==> config.mk <==
export PLATFORM = sky130hd
export DESIGN_NAME = clint_top
export DESIGN_NICKNAME = d
export VERILOG_FILES = /design/src/source/clint_pkg.sv /design/src/source/clint_reg_if.sv /design/src/source/clint_top.sv /design/src/source/clint_regs.sv /design/src/source/axi_lite_reg_bridge.sv
export VERILOG_INCLUDE_DIRS = /design/src /design/src/source
export SDC_FILE = /design/constraint.sdc
export NUM_CORES = 1
export LEC_CHECK = 0
export BUFFER_PORTS_ARGS = -buffer_cell sky130_fd_sc_hd__buf_4
export CORE_MARGIN = 3
export CORE_UTILIZATION = 45
export DETAILED_ROUTE_END_ITERATION = 12
export HOLD_SLACK_MARGIN = 0.05
export PLACE_DENSITY = 0.67
export RECOVER_POWER = 100
export SLEW_MARGIN = 5
export SYNTH_ARGS = -nofsm -noshare
export SYNTH_HDL_FRONTEND = slang
export SYNTH_SLANG_ARGS = --single-unit
==> constraint.sdc <==
create_clock -name clk -period 3 [get_ports clk]
set_clock_uncertainty 0.15 [all_clocks]
set_input_delay 0.3 -clock clk [delete_from_list [all_inputs] [get_ports clk]]
set_output_delay 0.3 -clock clk [all_outputs]
set_load 0.01 [all_outputs]
==> src/source/clint_cfg.svh <==
`ifndef CLINT_CFG_SVH
`define CLINT_CFG_SVH

// axi-lite bus widths
`define AXI_ADDR_W 32
`define AXI_DATA_W 32

// register map, low 16 address bits
`define CLINT_MSIP_OFF        16'h0000
`define CLINT_MTIMECMP_LO_OFF 16'h4000
`define CLINT_MTIMECMP_HI_OFF 16'h4004
`define CLINT_MTIME_LO_OFF    16'hbff8
`define CLINT_MTIME_HI_OFF    16'hbffc

// bridge read latency lfsr
`define LFSR_SEED 3'b001
// longest read wait in cycles, also sets lfsr width
`define BRIDGE_MAX_WAIT 7

`endif
==> src/source/clint_pkg.sv <==
`default_nettype none

package clint_pkg;

    `include "clint_cfg.svh"

    // bus payload types
    typedef logic [`AXI_ADDR_W-1:0]   axi_addr_t;
    typedef logic [`AXI_DATA_W-1:0]   axi_data_t;
    typedef logic [`AXI_DATA_W/8-1:0] axi_strb_t;
    typedef logic [1:0]               axi_resp_t;

    // register offset, low address bits
    typedef logic [15:0] reg_off_t;
    // full timer width
    typedef logic [63:0] mtime_t;

    localparam axi_resp_t RESP_OKAY   = 2'b00;
    localparam axi_resp_t RESP_SLVERR = 2'b10;

    // bridge fsm
    typedef enum logic [1:0] {
        IDLE,
        RD_WAIT,
        RD_RESP,
        WR_RESP
    } bridge_state_t;

endpackage

`default_nettype wire

==> src/source/clint_reg_if.sv <==
`timescale 1ns/1ps
`default_nettype none

interface clint_reg_if;
    import clint_pkg::*;

    // single cycle access strobe
    logic      req;
    logic      we;
    reg_off_t  off;
    axi_data_t wdata;
    axi_strb_t strb;
    // combinational answer from the register block
    axi_data_t rdata;
    logic      err;

    modport bridge (
        output req, we, off, wdata, strb,
        input  rdata, err
    );

    modport regs (
        input  req, we, off, wdata, strb,
        output rdata, err
    );

endinterface

`default_nettype wire

==> src/source/clint_top.sv <==
`timescale 1ns/1ps
`default_nettype none

module clint_top (
    input  wire logic                 clk,
    input  wire logic                 rst_n,
    // AR
    input  wire clint_pkg::axi_addr_t araddr,
    input  wire logic                 arvalid,
    output logic                      arready,
    // R
    output clint_pkg::axi_data_t      rdata,
    output clint_pkg::axi_resp_t      rresp,
    output logic                      rvalid,
    input  wire logic                 rready,
    // AW
    input  wire clint_pkg::axi_addr_t awaddr,
    input  wire logic                 awvalid,
    output logic                      awready,
    // W
    input  wire clint_pkg::axi_data_t wdata,
    input  wire clint_pkg::axi_strb_t wstrb,
    input  wire logic                 wvalid,
    output logic                      wready,
    // B
    output clint_pkg::axi_resp_t      bresp,
    output logic                      bvalid,
    input  wire logic                 bready,
    // interrupt lines to the hart
    output logic                      timer_irq,
    output logic                      soft_irq
);

    // bridge to register block
    clint_reg_if reg_bus ();

    axi_lite_reg_bridge u_bridge (
        .clk     (clk),
        .rst_n   (rst_n),
        .araddr  (araddr),
        .arvalid (arvalid),
        .arready (arready),
        .rdata   (rdata),
        .rresp   (rresp),
        .rvalid  (rvalid),
        .rready  (rready),
        .awaddr  (awaddr),
        .awvalid (awvalid),
        .awready (awready),
        .wdata   (wdata),
        .wstrb   (wstrb),
        .wvalid  (wvalid),
        .wready  (wready),
        .bresp   (bresp),
        .bvalid  (bvalid),
        .bready  (bready),
        .reg_bus (reg_bus.bridge)
    );

    clint_regs u_regs (
        .clk       (clk),
        .rst_n     (rst_n),
        .reg_bus   (reg_bus.regs),
        .timer_irq (timer_irq),
        .soft_irq  (soft_irq)
    );

endmodule

`default_nettype wire

==> src/source/clint_regs.sv <==
`timescale 1ns/1ps
`default_nettype none

module clint_regs (
    input  wire logic clk,
    input  wire logic rst_n,
    clint_reg_if.regs reg_bus,
    output logic      timer_irq,
    output logic      soft_irq
);
    import clint_pkg::*;
    `include "clint_cfg.svh"

    mtime_t mtime;
    mtime_t mtimecmp;
    logic   msip;

    // offset decode
    logic sel_msip;
    logic sel_cmp_lo;
    logic sel_cmp_hi;
    logic sel_mtime_lo;
    logic sel_mtime_hi;
    logic wr;

    // byte lanes of nw replace old where strb is set
    function automatic axi_data_t merge_bytes(
        input axi_data_t old,
        input axi_data_t nw,
        input axi_strb_t strb
    );
        axi_data_t res;
        res = old;
        for (int i = 0; i < $bits(axi_strb_t); i++) begin
            if (strb[i]) begin
                res[i*8 +: 8] = nw[i*8 +: 8];
            end
        end
        return res;
    endfunction

    assign sel_msip     = (reg_bus.off == `CLINT_MSIP_OFF);
    assign sel_cmp_lo   = (reg_bus.off == `CLINT_MTIMECMP_LO_OFF);
    assign sel_cmp_hi   = (reg_bus.off == `CLINT_MTIMECMP_HI_OFF);
    assign sel_mtime_lo = (reg_bus.off == `CLINT_MTIME_LO_OFF);
    assign sel_mtime_hi = (reg_bus.off == `CLINT_MTIME_HI_OFF);

    // nothing matched
    assign reg_bus.err = !(sel_msip || sel_cmp_lo || sel_cmp_hi ||
                           sel_mtime_lo || sel_mtime_hi);

    assign wr = reg_bus.req && reg_bus.we && !reg_bus.err;

    // same cycle read mux
    always_comb begin
        reg_bus.rdata = '0;
        if (sel_msip) begin
            // only bit 0 exists
            reg_bus.rdata = {{($bits(axi_data_t) - 1){1'b0}}, msip};
        end else if (sel_cmp_lo) begin
            reg_bus.rdata = mtimecmp[31:0];
        end else if (sel_cmp_hi) begin
            reg_bus.rdata = mtimecmp[63:32];
        end else if (sel_mtime_lo) begin
            reg_bus.rdata = mtime[31:0];
        end else if (sel_mtime_hi) begin
            reg_bus.rdata = mtime[63:32];
        end
    end

    // free running timer
    // a write replaces the increment
    always_ff @(posedge clk) begin
        if (!rst_n) begin
            mtime <= '0;
        end else if (wr && sel_mtime_lo) begin
            mtime[31:0] <= merge_bytes(mtime[31:0], reg_bus.wdata, reg_bus.strb);
        end else if (wr && sel_mtime_hi) begin
            mtime[63:32] <= merge_bytes(mtime[63:32], reg_bus.wdata, reg_bus.strb);
        end else begin
            mtime <= mtime + 64'd1;
        end
    end

    // compare value and software irq bit
    always_ff @(posedge clk) begin
        if (!rst_n) begin
            mtimecmp <= '1;
            msip     <= 1'b0;
        end else if (wr) begin
            if (sel_cmp_lo) begin
                mtimecmp[31:0] <= merge_bytes(mtimecmp[31:0], reg_bus.wdata, reg_bus.strb);
            end
            if (sel_cmp_hi) begin
                mtimecmp[63:32] <= merge_bytes(mtimecmp[63:32], reg_bus.wdata, reg_bus.strb);
            end
            // lane 0 carries the only stored bit
            if (sel_msip && reg_bus.strb[0]) begin
                msip <= reg_bus.wdata[0];
            end
        end
    end

    // irq outputs lag the state by one cycle
    always_ff @(posedge clk) begin
        if (!rst_n) begin
            timer_irq <= 1'b0;
            soft_irq  <= 1'b0;
        end else begin
            timer_irq <= (mtime >= mtimecmp);
            soft_irq  <= msip;
        end
    end

    // timer still below compare after its next tick keeps the irq low
    a_no_early_irq: assert property (@(posedge clk) disable iff (!rst_n)
        !wr && (mtime + 64'd1 < mtimecmp) |-> ##2 !timer_irq);

    // unmapped access leaves every register alone
    a_unmapped_quiet: assert property (@(posedge clk) disable iff (!rst_n)
        reg_bus.req && reg_bus.err |=>
            $stable(mtimecmp) && $stable(msip) && (mtime == $past(mtime) + 64'd1));

endmodule

`default_nettype wire

==> src/source/axi_lite_reg_bridge.sv <==
`timescale 1ns/1ps
`default_nettype none

module axi_lite_reg_bridge (
    input  wire logic                 clk,
    input  wire logic                 rst_n,
    // AR
    input  wire clint_pkg::axi_addr_t araddr,
    input  wire logic                 arvalid,
    output logic                      arready,
    // R
    output clint_pkg::axi_data_t      rdata,
    output clint_pkg::axi_resp_t      rresp,
    output logic                      rvalid,
    input  wire logic                 rready,
    // AW
    input  wire clint_pkg::axi_addr_t awaddr,
    input  wire logic                 awvalid,
    output logic                      awready,
    // W
    input  wire clint_pkg::axi_data_t wdata,
    input  wire clint_pkg::axi_strb_t wstrb,
    input  wire logic                 wvalid,
    output logic                      wready,
    // B
    output clint_pkg::axi_resp_t      bresp,
    output logic                      bvalid,
    input  wire logic                 bready,
    // register side
    clint_reg_if.bridge               reg_bus
);
    import clint_pkg::*;
    `include "clint_cfg.svh"

    // lfsr and wait counter share one width
    localparam int WAIT_W = $clog2(`BRIDGE_MAX_WAIT + 1);

    bridge_state_t     state;
    logic [WAIT_W-1:0] lfsr;
    logic [WAIT_W-1:0] wait_cnt;
    // write access still to be issued in WR_RESP
    logic              wr_issue;

    // captured request payload
    reg_off_t  addr_q;
    axi_data_t wdata_q;
    axi_strb_t strb_q;

    logic ar_fire;
    logic wr_fire;
    logic rd_hit;

    // read side always ready in IDLE
    assign arready = (state == IDLE);
    // aw and w go together, never one alone
    // a pending read blocks the write
    assign awready = (state == IDLE) && !arvalid && !(awvalid ^ wvalid);
    assign wready  = awready;

    assign ar_fire = arvalid && arready;
    assign wr_fire = awvalid && wvalid && awready;

    // wait over, issue the read this cycle
    assign rd_hit = (state == RD_WAIT) && (wait_cnt == lfsr);

    assign reg_bus.req   = rd_hit || ((state == WR_RESP) && wr_issue);
    assign reg_bus.we    = (state == WR_RESP);
    assign reg_bus.off   = addr_q;
    assign reg_bus.wdata = wdata_q;
    assign reg_bus.strb  = strb_q;

    // control state
    always_ff @(posedge clk) begin
        if (!rst_n) begin
            state    <= IDLE;
            lfsr     <= `LFSR_SEED;
            wait_cnt <= '0;
            wr_issue <= 1'b0;
            rvalid   <= 1'b0;
            bvalid   <= 1'b0;
        end else begin
            case (state)
                IDLE: begin
                    // new pseudo-random delay every idle cycle
                    lfsr     <= {lfsr[WAIT_W-2:0], lfsr[WAIT_W-1] ^ lfsr[WAIT_W-2]};
                    wait_cnt <= '0;
                    if (ar_fire) begin
                        state <= RD_WAIT;
                    end else if (wr_fire) begin
                        state    <= WR_RESP;
                        wr_issue <= 1'b1;
                    end
                end
                RD_WAIT: begin
                    if (rd_hit) begin
                        state    <= RD_RESP;
                        rvalid   <= 1'b1;
                        wait_cnt <= '0;
                    end else begin
                        wait_cnt <= wait_cnt + 1'b1;
                    end
                end
                RD_RESP: begin
                    // hold until the master takes it
                    if (rready) begin
                        state  <= IDLE;
                        rvalid <= 1'b0;
                    end
                end
                WR_RESP: begin
                    if (wr_issue) begin
                        wr_issue <= 1'b0;
                        bvalid   <= 1'b1;
                    end else if (bready) begin
                        state  <= IDLE;
                        bvalid <= 1'b0;
                    end
                end
                default: begin
                    state <= IDLE;
                end
            endcase
        end
    end

    // request payload, captured on handshake
    always_ff @(posedge clk) begin
        if (ar_fire) begin
            addr_q <= araddr[15:0];
        end else if (wr_fire) begin
            addr_q  <= awaddr[15:0];
            wdata_q <= wdata;
            strb_q  <= wstrb;
        end
    end

    // response payload, sampled with the register access
    always_ff @(posedge clk) begin
        if (rd_hit) begin
            rdata <= reg_bus.rdata;
            rresp <= reg_bus.err ? RESP_SLVERR : RESP_OKAY;
        end
        if ((state == WR_RESP) && wr_issue) begin
            bresp <= reg_bus.err ? RESP_SLVERR : RESP_OKAY;
        end
    end

    // read response held under back-pressure
    a_rvalid_hold: assert property (@(posedge clk) disable iff (!rst_n)
        rvalid && !rready |=> rvalid && $stable(rdata));

    // write response held under back-pressure
    a_bvalid_hold: assert property (@(posedge clk) disable iff (!rst_n)
        bvalid && !bready |=> bvalid);

    // one access per transaction, one cycle long
    a_req_single: assert property (@(posedge clk) disable iff (!rst_n)
        reg_bus.req |=> !reg_bus.req);

endmodule

`default_nettype wire

[After elaboration in Yosys (flattened, before gate mapping)]
Cells that the tools add are included.
Word-level totals
  logic and storage cells: 143
  bits of input ports: 107
  bits in registers: 230
Cells by class
  mux-type cells: 32
  reductions and logical operators: 48
  equal/unequal tests: 24
  magnitude comparators: 1
  $add $sub $neg: 2
  bitwise operators: 4
Operators by type and width (number)
  $mux W32: 7
  $add A64 B1 Y64 const B: 1
  $ge A64 B64 Y1: 1
  $eq A16 B15 Y1 const B: 2
  $eq A16 B16 Y1 const B: 2
  $mux W16: 2
  $mux W8: 4
  $reduce_and A3 Y1: 10
  $ne A2 B2 Y1 const B: 13
  $reduce_and A2 Y1: 11
  $logic_not A16 Y1: 1
  $mux W2: 7
  $logic_and A1 B1 Y1: 12
  $reduce_bool A2 Y1: 5
  $pmux W2 S4: 1
  $mux W1: 7
  $pmux W3 S2: 1
  $logic_or A1 B1 Y1: 5
  $reduce_and A5 Y1: 1
  $eq A2 B2 Y1 const B: 2
  $ne A2 B1 Y1 const B: 2
  $pmux W1 S2: 2
  $add A3 B1 Y3 const B: 1
  $eq A3 B3 Y1: 1
  other kinds (7): 10

[Logic depth before layout (Yosys ltp)]
Gate-level depths: netlist of the first run.
  depth in word-level cells: 9
  gate-level depth with buffers: 9
  mapped depth without buffers: 8

[By module]
Synthesis of the first run repeated with hierarchy kept, for this count alone.
Second synthesis, totals
  cells, all modules: 1387
  area, all modules: 12823.5 um^2
Modules (own cells, without submodules)
  clint_regs: instances 1, sequential area each 2622.5 um^2, cells an instance 1199, area each 9346.5 um^2
  axi_lite_reg_bridge: instances 1, sequential area each 2802.7 um^2, cells an instance 188, area each 3477.1 um^2

[Least setup slack after synthesis of the first run]
Ideal clock, no wire load.
  path type: reg2reg
  from: reg u_regs.mtime[0]
  to: reg u_regs.mtime[62]
  data arrival time: 2591 ps
  setup slack: 168 ps
  required time: 2759 ps
  setup time: 91 ps
  cell stages (with the launch flop): 9
  period minus slack after synthesis: 2832 ps
  cell sequence: dfxtp_1 ha_1 nand3_2 or4_1 buf_2 or4_4 nor4_4 a211oi_1 a311oi_1
Between the ends
  word-level cells in the longest chain between the ends: 2
RTL lines
  from (decl): line clint_regs.sv:14  | mtime_t mtime;
  from (signal assigned): line clint_regs.sv:77  | mtime[31:0] <= merge_bytes(mtime[31:0], reg_bus.wdata, reg_bus.strb);
  from (signal assigned): line clint_regs.sv:81  | mtime <= mtime + 64'd1;
  $add A64 B1 Y64: line clint_regs.sv:81
  $mux W32: line clint_regs.sv:78  | end else if (wr && sel_mtime_hi) begin
No other way between the ends.
A chain may end at the register's enable or synchronous reset.

[Final worst setup path of the first run]
  from: reg u_regs.mtime[0]
  to: reg u_regs.mtime[48]
Same word-level chain as after synthesis.

==> impl_results.md, run 1 <==
- Worst path cell trace: ha_2, nand3_2, or4_4, or4_1, or4_1, a31oi_1
- Pwr per Cell Area: between 400 and 500 nW/um^2
- Die width: about 170 um
- Drt pass-1 iters: 5
- Worst R2R Start: u_regs.mtime[0]$_SDFFE_PN0P_
- Nature of the critical path endpoint: flip-flop
- Gate Count Post-Synth: approximately 1400
- Metal3 WL: around 2.7 mm
- First-pass GRT wire length: 60.9 mm
- Arr. time, crit path: approximately 3.2 ns
- Synth area leader: dfxtp_1
- Gr usage total: 24.8%
- Met2 wire len: 17.9 mm
- Final cycle utilization of the critical path: roughly 96%
- Area of the multi-input gates: approximately 6400 um^2
- Post-route DRC: 0
- Largest delay contributor family on the critical path: simple AND/OR/NAND/NOR gates
- Row count: 60
- Pre-CTS setup slack: -0.0258 ns
- Final Max Tran Viols: 70
- Fin crit period: ~2.9 ns
- Vias in the first global route: between 10000 and 15000
- H-tree depth: 1
- PortBufs: approximately 120
- Synth cell types: 72
- Hpwl dp: between 20 and 30 mm
- Metal-1 WL: approximately 16 mm
- Routed Wire Length: between 30 and 40 mm
- Cell depth of the worst setup path: 6
- CP Capture Point: u_regs.mtime[48]$_SDFFE_PN0P_
- DRT iter0 DRCs: 1018
- Clock latency on the worst-skew pair: between 0.5 and 0.6 ns
- Total grt overflow: 0
- CTS clk-pin slew, worst paths: roughly 0.060 ns
- Synth-to-Final Area Change: 24.4%
- Largest net degree at the start of global routing: 70
- CTS tree: built
- Number of fill cells: roughly 2400
- Layout Nets: approximately 1700
- Synth area leaders: dfxtp_1 23%, edfxtp_1 21%, ha_1 6.7%, nand2_1 4.6%, o211ai_1 4.3%
- Slowest-stage cell, CP: or4_1
- Buf+Inv Stages, Crit Path: 0
- Leakage power: between 6 and 7 nW
- Register area: 5430 um^2
- EDFF count, synth: 86
- Post-synth top area share: between 20% and 30%
- Synth Area per Inst: between 9 and 10 um^2
- Layout cells sized above 1: 14.6%
- Critical Path Source Type: flip-flop
- Routed Antenna Nets: 0
- DIE AREA: 29800 um^2
- Max Cap Viol: 1
- Max Used Layer: met5
- Asr flop ratio synth: 0%
- Synth cell count leaders: 152 x nand2_1, 142 x dfxtp_1, 86 x edfxtp_1
- Crit Path Category: flip-flop to flip-flop
- I/O Pins: 150
- Ys Warns: 0
- Failing checks: capacitance limit, slew limit
- Worst Setup Slack, final: 0.127 ns
- CORE AREA: between 20000 and 30000 um^2
- Root buf cell: clkbuf_16
- Reg2reg setup slack: roughly 0.13 ns
- Crit path from: u_regs.mtime[0]$_SDFFE_PN0P_
- Worst hold stages: 4
- Ant diodes: 0
- Final-report hold violation count: 0
- Clock sinks: 228
- Die height: 173 um
- Slowest Stage Delay on Critical Path: around 0.71 ns
- Hold WC Path Type: input pin to flip-flop
- Terminus of the critical flop-to-flop path: u_regs.mtime[48]$_SDFFE_PN0P_
- Initial core utilization: 46.0%
- CP Data Required Time: 3.31 ns
- Yosys reg bits: ~230
- Routability Congestion: 0.925
- Most frequent CP cell: or4_1
- Top_reg_cell synth: dfxtp_1
- TritonCTS buffer count: 26
- Status: complete, but fails checks
- Worst Path Max Fanout: 8
- Tightest Pin Transition: ~1.6 ns
- Setup TNS after final layout: 0 ns
- Post-Syn Area: between 10000 and 15000 um^2
- WL/cell: ~19 um
- Reg2reg path depth: 6
- Post-synthesis sequential area ratio: between 40% and 50%
- Vias per cell: just under 6
- Vias post-DR: 11600
- Most common cell in the netlist: nand2_1
- # setup viols final: 0
- Max Fclk: 0.348 GHz
- CTS max path bufs: 3
- Relative slew slack: -6.66%
- Initial antenna violation count: 1
- Worst vdd ir: approximately 0.00031 V
==> worst min path at each step <==
stage	startpoint	end	slack (ns)
finish	wvalid	u_bridge.wr_issue$_SDFFE_PN0P_	0.12
global placement	u_bridge.wr_issue$_SDFFE_PN0P_	u_bridge.wr_issue$_SDFFE_PN0P_	0.32
global route	wvalid	u_bridge.wr_issue$_SDFFE_PN0P_	0.16
floorplan	wstrb[0]	u_bridge.reg_bus.strb[0]$_DFFE_PP_	0.25
detailed placement	u_bridge.bvalid$_SDFFE_PN0P_	u_bridge.bvalid$_SDFFE_PN0P_	0.33
CTS	rready	u_bridge.rvalid$_SDFFE_PN0P_	0.11
==> metrics by stage <==
stage | area (um^2) | instances | hold WS, ns | power, mW | util [%]
2_1_floorplan | 12500 | 1362 | 0.249 | 3.85 | -
3_3_place_gp | 14100 | 1844 | 0.321 | 4.12 | 52.2
3_5_place_dp | 14100 | 1844 | 0.328 | 4.13 | 52.2
4_1_cts | 15800 | 1963 | 0.106 | 7.61 | 58.2
5_1_grt | 15500 | 1965 | 0.163 | 7.77 | 57.3
6_report | 15500 | 1965 | 0.118 | 7.52 | 57.3
==> per-layer routing <==
metal / global-route usage [%] / up-vias
li1: - / 5521
met1: 32.5 / 5521
met2: 41.6 / 463
met3: 4.13 / 87
met4: 8.58 / 2
met5: 0 / -
==> layout by cell type (no fill, tap or decap), drive strengths merged, types with 67 or more instances in the layout <==
| cell | n |
|---|---|
| nand2 | 152 |
| dfxtp | 142 |
| clkbuf | 130 |
| buf | 97 |
| edfxtp | 86 |
| nor2 | 82 |
| inv | 80 |
| a21oi | 77 |
| o211ai | 72 |
| dlygate4sd3 | 71 |
| ha | 67 |
==> layout make-up <==
| cell class | count | share of cell area [%] |
|---|---|---|
| clock buffers | 32 | 4.54 |
| multi-input cells | 970 | 41.4 |
| clock inverters | 16 | 1.32 |
| well taps | 372 | 3.00 |
| repair buffers | 266 | 12.9 |
| inverters | 81 | 1.96 |
| flip-flops and latches | 228 | 34.9 |
==> worst register-to-register path: stages, from the launching register on <==
cell     delay [ns]
dfxtp_1        0.34
ha_2           0.22
nand3_2        0.11
or4_4          0.59
or4_1          0.71
or4_1          0.52
a31oi_1        0.16
==> what timing repair did <==
action / 4_1_cts / 5_1_grt
hold buffers: 71 / 0
resized for setup: 0 / 3
pin swaps: 1 / 2
endpoints found under the hold margin: 70 / 0
setup endpoints to repair: 2 / 5
buffers inserted: 0 / 2
==> flip-flops by register name, summed over array words and instances, names as in the netlist, 2 cells and up <==
signal	cells
u_bridge.reg_bus.off	16
u_bridge.reg_bus.strb	4
u_regs.mtime	64
u_bridge.wait_cnt	3
u_regs.mtimecmp	64
u_bridge.state	2
u_bridge.reg_bus.wdata	32
u_bridge.rdata	32
u_bridge.lfsr	3
==> kinds of logic (layout without fill, tap and decap cells) <==
| logic type | after synthesis | count (layout) | share of synthesized area [%] |
|---|---|---|---|
| compound gates | 355 | 355 | 19.6 |
| xor+xnor | 7 | 7 | 0.491 |
| fa+ha+maj | 67 | 67 | 6.72 |
| buf+inv | 164 | 395 | 5.10 |
| flops | 228 | 228 | 43.5 |
| mux | 61 | 61 | 5.12 |
| other cells | 1 | 2 | 0.0301 |
| simple gates | 478 | 478 | 19.5 |
==> power by group <==
part | total [mW] | switching (mW) | internal, mW
Combinational | 0.713 | 0.368 | 0.346
Clock | 3.38 | 1.30 | 2.09
Sequential | 3.42 | 0.0711 | 3.35
Total | 7.52 | 1.73 | 5.78
Power figures use the tool's default switching activity.
==> inputs of run 2 (changes only) <==
PLACE_DENSITY = unset   (was 0.67)
SYNTH_HIERARCHICAL = 1   (was unset)
clock period = 3.3 ns   (was 3 ns; I/O delays follow)
==> run 2 against run 1 <==
  * The run now ends clean
  * Combinational power rose by 57%
  * Clock power fell by 14%
  * Core utilization down 1.0 points
  * Cell count grew 1.4%
  * First-iteration DRC count decreased by 8.4%
  * Hold slack better by 0.14 ns
  * Non-clock buffer count fell by 17
  * Global-route usage about the same
  * Count of clock-buffer cells in the layout rose by 3
  * Critical path depth grew 5
  * Synthesized area rose by 2.8%
  * Routed wire length increased by 2.5%
  * Critical path type unchanged
  * Largest cell class unchanged
==> impl_results.md, run 2 <==
- Worst vdd ir: 0.000358 V (+14%)
- Vias post-DR: 11600 (+0.22%)
- Tightest Pin Transition: 1.13 ns (-0.469 ns)
- RSZ-0062 raised after global routing: false
- Most common cell in the netlist: nand2_1
- Area of the multi-input gates: 6760 um^2 (+5.3%)
- Routed Antenna Nets: 0 (unchanged)
- Hold Path End: u_bridge/wr_issue$_SDFFE_PN0P_
- Placed insts: 1872 (+1.5%)
- Reg2reg path depth: 11 (+5)
- Internal power: 5.38 mW (-6.9%)
- Critical Path Source Type: flip-flop
- First-pass GRT wire length: 61.4 mm (+0.90%)
- Register area: 5430 um^2 (unchanged)
- Ant diodes: 0 (unchanged)
- Largest net degree at the start of global routing: 87 (+24%)
- Row count: 61 (+1.7%)
- Synth-to-Final Area Change: 22.6%
- Arr. time, crit path: 3.39 ns (+0.21 ns)
- Largest registers: u_regs/mtime: 64 flops, u_regs/mtimecmp: 64 flops
- Mux cell area share after synthesis: 11.2% (+6.0 points)
- Worst path cell trace: inv_1, ha_1, and2_2, nand2b_1, nand2_1, buf_4, nor3_1, clkbuf_2, or4_1, a21o_1, a21oi_1
- Pwr per Cell Area: 465 nW/um^2 (-4.0%)
- Most common cell after layout, fill and taps aside: nand2_1
- Non-Filler Instances: 1992 (+1.4%)
- Post-synthesis sequential area ratio: 42.3% (-1.2 points)
- Top_reg_cell synth: dfxtp_1
- Max Fclk: 0.325 GHz (-6.7%)
- Post CTS Setup Buffer Count: 0 (unchanged)
- DIE AREA: 30600 um^2 (+2.7%)
- Max Cap Viol: 0 (-1)
- Largest delay contributor family on the critical path: simple AND/OR/NAND/NOR gates
- Compound-Gate Fraction of Synth Area: 15.1% (-4.4 points)
- Worst Path Max Fanout: 16 (+8)
- Comb power frac: 15.3% (+5.8 points)
- Relative slew slack: 24.5% (+31 points)
- Post-Syn Area: 12800 um^2 (+2.8%)
- Vias per cell: 5.83 (-1.1%)
- Initial antenna violation count: 1 (unchanged)
- Worst Setup Slack, final: 0.221 ns (+0.0945 ns)
- Worst R2R Start: u_bridge/state[1]$_SDFFE_PN0P_
- Final instance area: 15700 um^2 (+1.2%)
- Synth area leader: dfxtp_1
- HP Start: wvalid
- Final Max Tran Viols: 0 (-100%)
- Sequential share of power: 44.7% (-0.8 points)
- Number of fill cells: 2599 (+6.3%)
- CP Data Required Time: 3.61 ns (+0.30 ns)
- Yosys reg bits: 228 (unchanged)
- Buf+Inv Stages, Crit Path: 3 (+3)
- Layout Nets: 1773 (+1.5%)
- Hpwl dp: 27.4 mm (+2.0%)
- CORE AREA: 27900 um^2 (+3.1%)
- TritonCTS buffer count: 26 (unchanged)
- Worst hold stages: 6 (+2)
- Die width: 175 um (+1.3%)
- Vias in the first global route: 11100 (-2.5%)
- Main combinational cell family by area after synthesis: simple AND/OR/NAND/NOR gates
- CTS tree: built
- Adder-cell share of the synthesized area: 7.03% (+0.31 points)
- Leakage power: 6.94 nW (+7.4%)
- Clock sinks: 228 (unchanged)
- Root buf cell: clkbuf_16
- Synth Area in XOR/XNOR: 0.341% (-0.15 points)
- Hold WC Path Type: input pin to flip-flop
- Reg2reg setup slack: 0.22 ns (+0.09 ns)
- Total grt overflow: 0 (unchanged)
- Synth Area per Inst: 9.25 um^2 (+0.85%)
- Switching part of the total: 26.3% (+3.3 points)
- Most frequent cells in the layout: 182 x nand2_1, 142 x dfxtp_1, 117 x mux2i_1, 92 x nand3_1, 86 x edfxtp_1
- Post-synth top area share: 22.2% (-0.62 points)
- Status: completed
- Final cycle utilization of the critical path: 93.3% (-2.5 points)
- Slowest-stage cell, CP: or4_1
- DRT iter0 DRCs: 932 (-8.4%)
- Layout cells sized above 1: 13.0% (-1.6 points)
- Crit Path Category: flip-flop to flip-flop
- Slowest Stage Delay on Critical Path: 0.56 ns (-0.15 ns)
- CTS clk-pin slew, worst paths: 0.06 ns (about the same)
- Drt pass-1 iters: 5 (unchanged)
- Fin crit period: 3.08 ns (+0.205 ns)
- Routability Congestion: 0.904 (-2.3%)
- Setup TNS after final layout: 0 ns (unchanged)
- WL/cell: 19.6 um (+1.1%)
- PortBufs: 115 (unchanged)
- I/O Pins: 150 (unchanged)
- Final Power: 7.31 mW (-2.8%)
- Pre-CTS setup slack: 0.371 ns (+0.397 ns)
- Switching pwr: 1.92 mW (+11%)
- Clock power share: 40.0% (-5.0 points)
- Final-report hold violation count: 0 (unchanged)
- Post-route DRC: 0 (unchanged)
- Clock latency on the worst-skew pair: 0.53 ns (about the same)
- Synth area leaders: dfxtp_1 22%, edfxtp_1 20%, mux2i_1 9.1%, ha_1 7.0%, nand2_1 5.3%
- Asr flop ratio synth: 0% (unchanged)
- Nature of the critical path endpoint: flip-flop
- Ys Warns: 6 (+6)
- H-tree depth: 1 (unchanged)
- EDFF count, synth: 86 (unchanged)
- Gate Count Post-Synth: 1387 (+1.9%)
- Routed Wire Length: 39.0 mm (+2.5%)
- CTS max path bufs: 3 (unchanged)
- Synth cell count leaders: 182 x nand2_1, 142 x dfxtp_1, 117 x mux2i_1
- Post-Synth Simple-Gate Area: 19.1% (-0.33 points)
- Initial core utilization: 45.9% (-0.13 points)
- Synth cell types: 78 (+8.3%)
- Terminus of the critical flop-to-flop path: u_regs/mtime[9]$_SDFFE_PN0P_
- Die height: 175 um (+1.3%)
- Gr usage total: 24.8% (+0.034 points)
- # setup viols final: 0 (unchanged)
- Area after DPL: 14400 um^2 (+1.6%)
==> run 2: per-stage QoR <==
stage	hold slack, ns	utilization (%)
floorplan	0.279	-
global placement	0.297	51.4
detailed placement	0.298	51.4
CTS	0.210	57.1
global route	0.290	56.3
finish	0.254	56.3
==> run 2: repair_timing <==
action / CTS / global route
resized for setup: 0 / 0
hold buffers: 72 / 0
endpoints found under the hold margin: 58 / 0
==> run 2: final cells by class <==
type | instances | share of cell area [%]
Inverter | 85 | 2.03
Clock buffer | 35 | 4.74
Multi-Input combinational cell | 1004 | 43.0
Sequential cell | 228 | 34.5
Timing Repair Buffer | 249 | 11.9
Clock inverter | 13 | 0.788
Tap cell | 378 | 3.01
==> run 2: per-layer routing <==
metal	up-vias	wire length, um	GRT usage [%]
met5	-	0	0
met4	0	1250	7.88
met3	73	2940	4.50
met2	420	17300	39.3
met1	5543	17500	34.6
li1	5583	-	-
==> run 2: kinds of logic (layout without fill, tap and decap cells) <==
kind of cell / Yosys count / in the layout
AOI/OAI and AO/OA: 295 / 295
xor gates and xnor gates: 5 / 5
muxes: 140 / 140
other: 1 / 2
DFF: 228 / 228
adders and majority gates: 72 / 72
and+or+nand+nor: 490 / 490
buffers and inverters: 156 / 382
==> run 2: power by group through the flow <==
stage               logic [mW]  registers [mW]  clock network [mW]
global route              1.22            3.29                3.10
finish                    1.12            3.26                2.92
detailed placement        1.07            3.32                   0
CTS                       1.19            3.27                2.99
global placement          1.06            3.32                   0
floorplan                0.694            3.31                   0
==> run 2: tightest hold or removal path, delay by kind of cell <==
family	cells	cell delay (ns)
AND/OR/NAND/NOR	2	0.21
adder cells (fa/ha/maj)	1	0.14
AO/OA/AOI/OAI	2	0.13
buffers and inverters	1	0.08
==> run 2: how the worst max path moves through the flow <==
stage                                      startpoint                                to  slack [ns]  cells past startpoint
floorplan           u_bridge/wait_cnt[2]$_SDFFE_PN0P_  u_regs/mtimecmp[15]$_SDFFE_PN1P_         0.1                     10
global placement    u_bridge/wait_cnt[2]$_SDFFE_PN0P_  u_regs/mtimecmp[40]$_SDFFE_PN1P_        0.42                     10
detailed placement  u_bridge/wait_cnt[0]$_SDFFE_PN0P_  u_regs/mtimecmp[40]$_SDFFE_PN1P_        0.37                     10
CTS                 u_bridge/wait_cnt[0]$_SDFFE_PN0P_  u_regs/mtimecmp[40]$_SDFFE_PN1P_        0.35                     10
global route           u_bridge/state[1]$_SDFFE_PN0P_      u_regs/mtime[9]$_SDFFE_PN0P_        0.12                     11
finish                 u_bridge/state[1]$_SDFFE_PN0P_      u_regs/mtime[9]$_SDFFE_PN0P_        0.22                     11
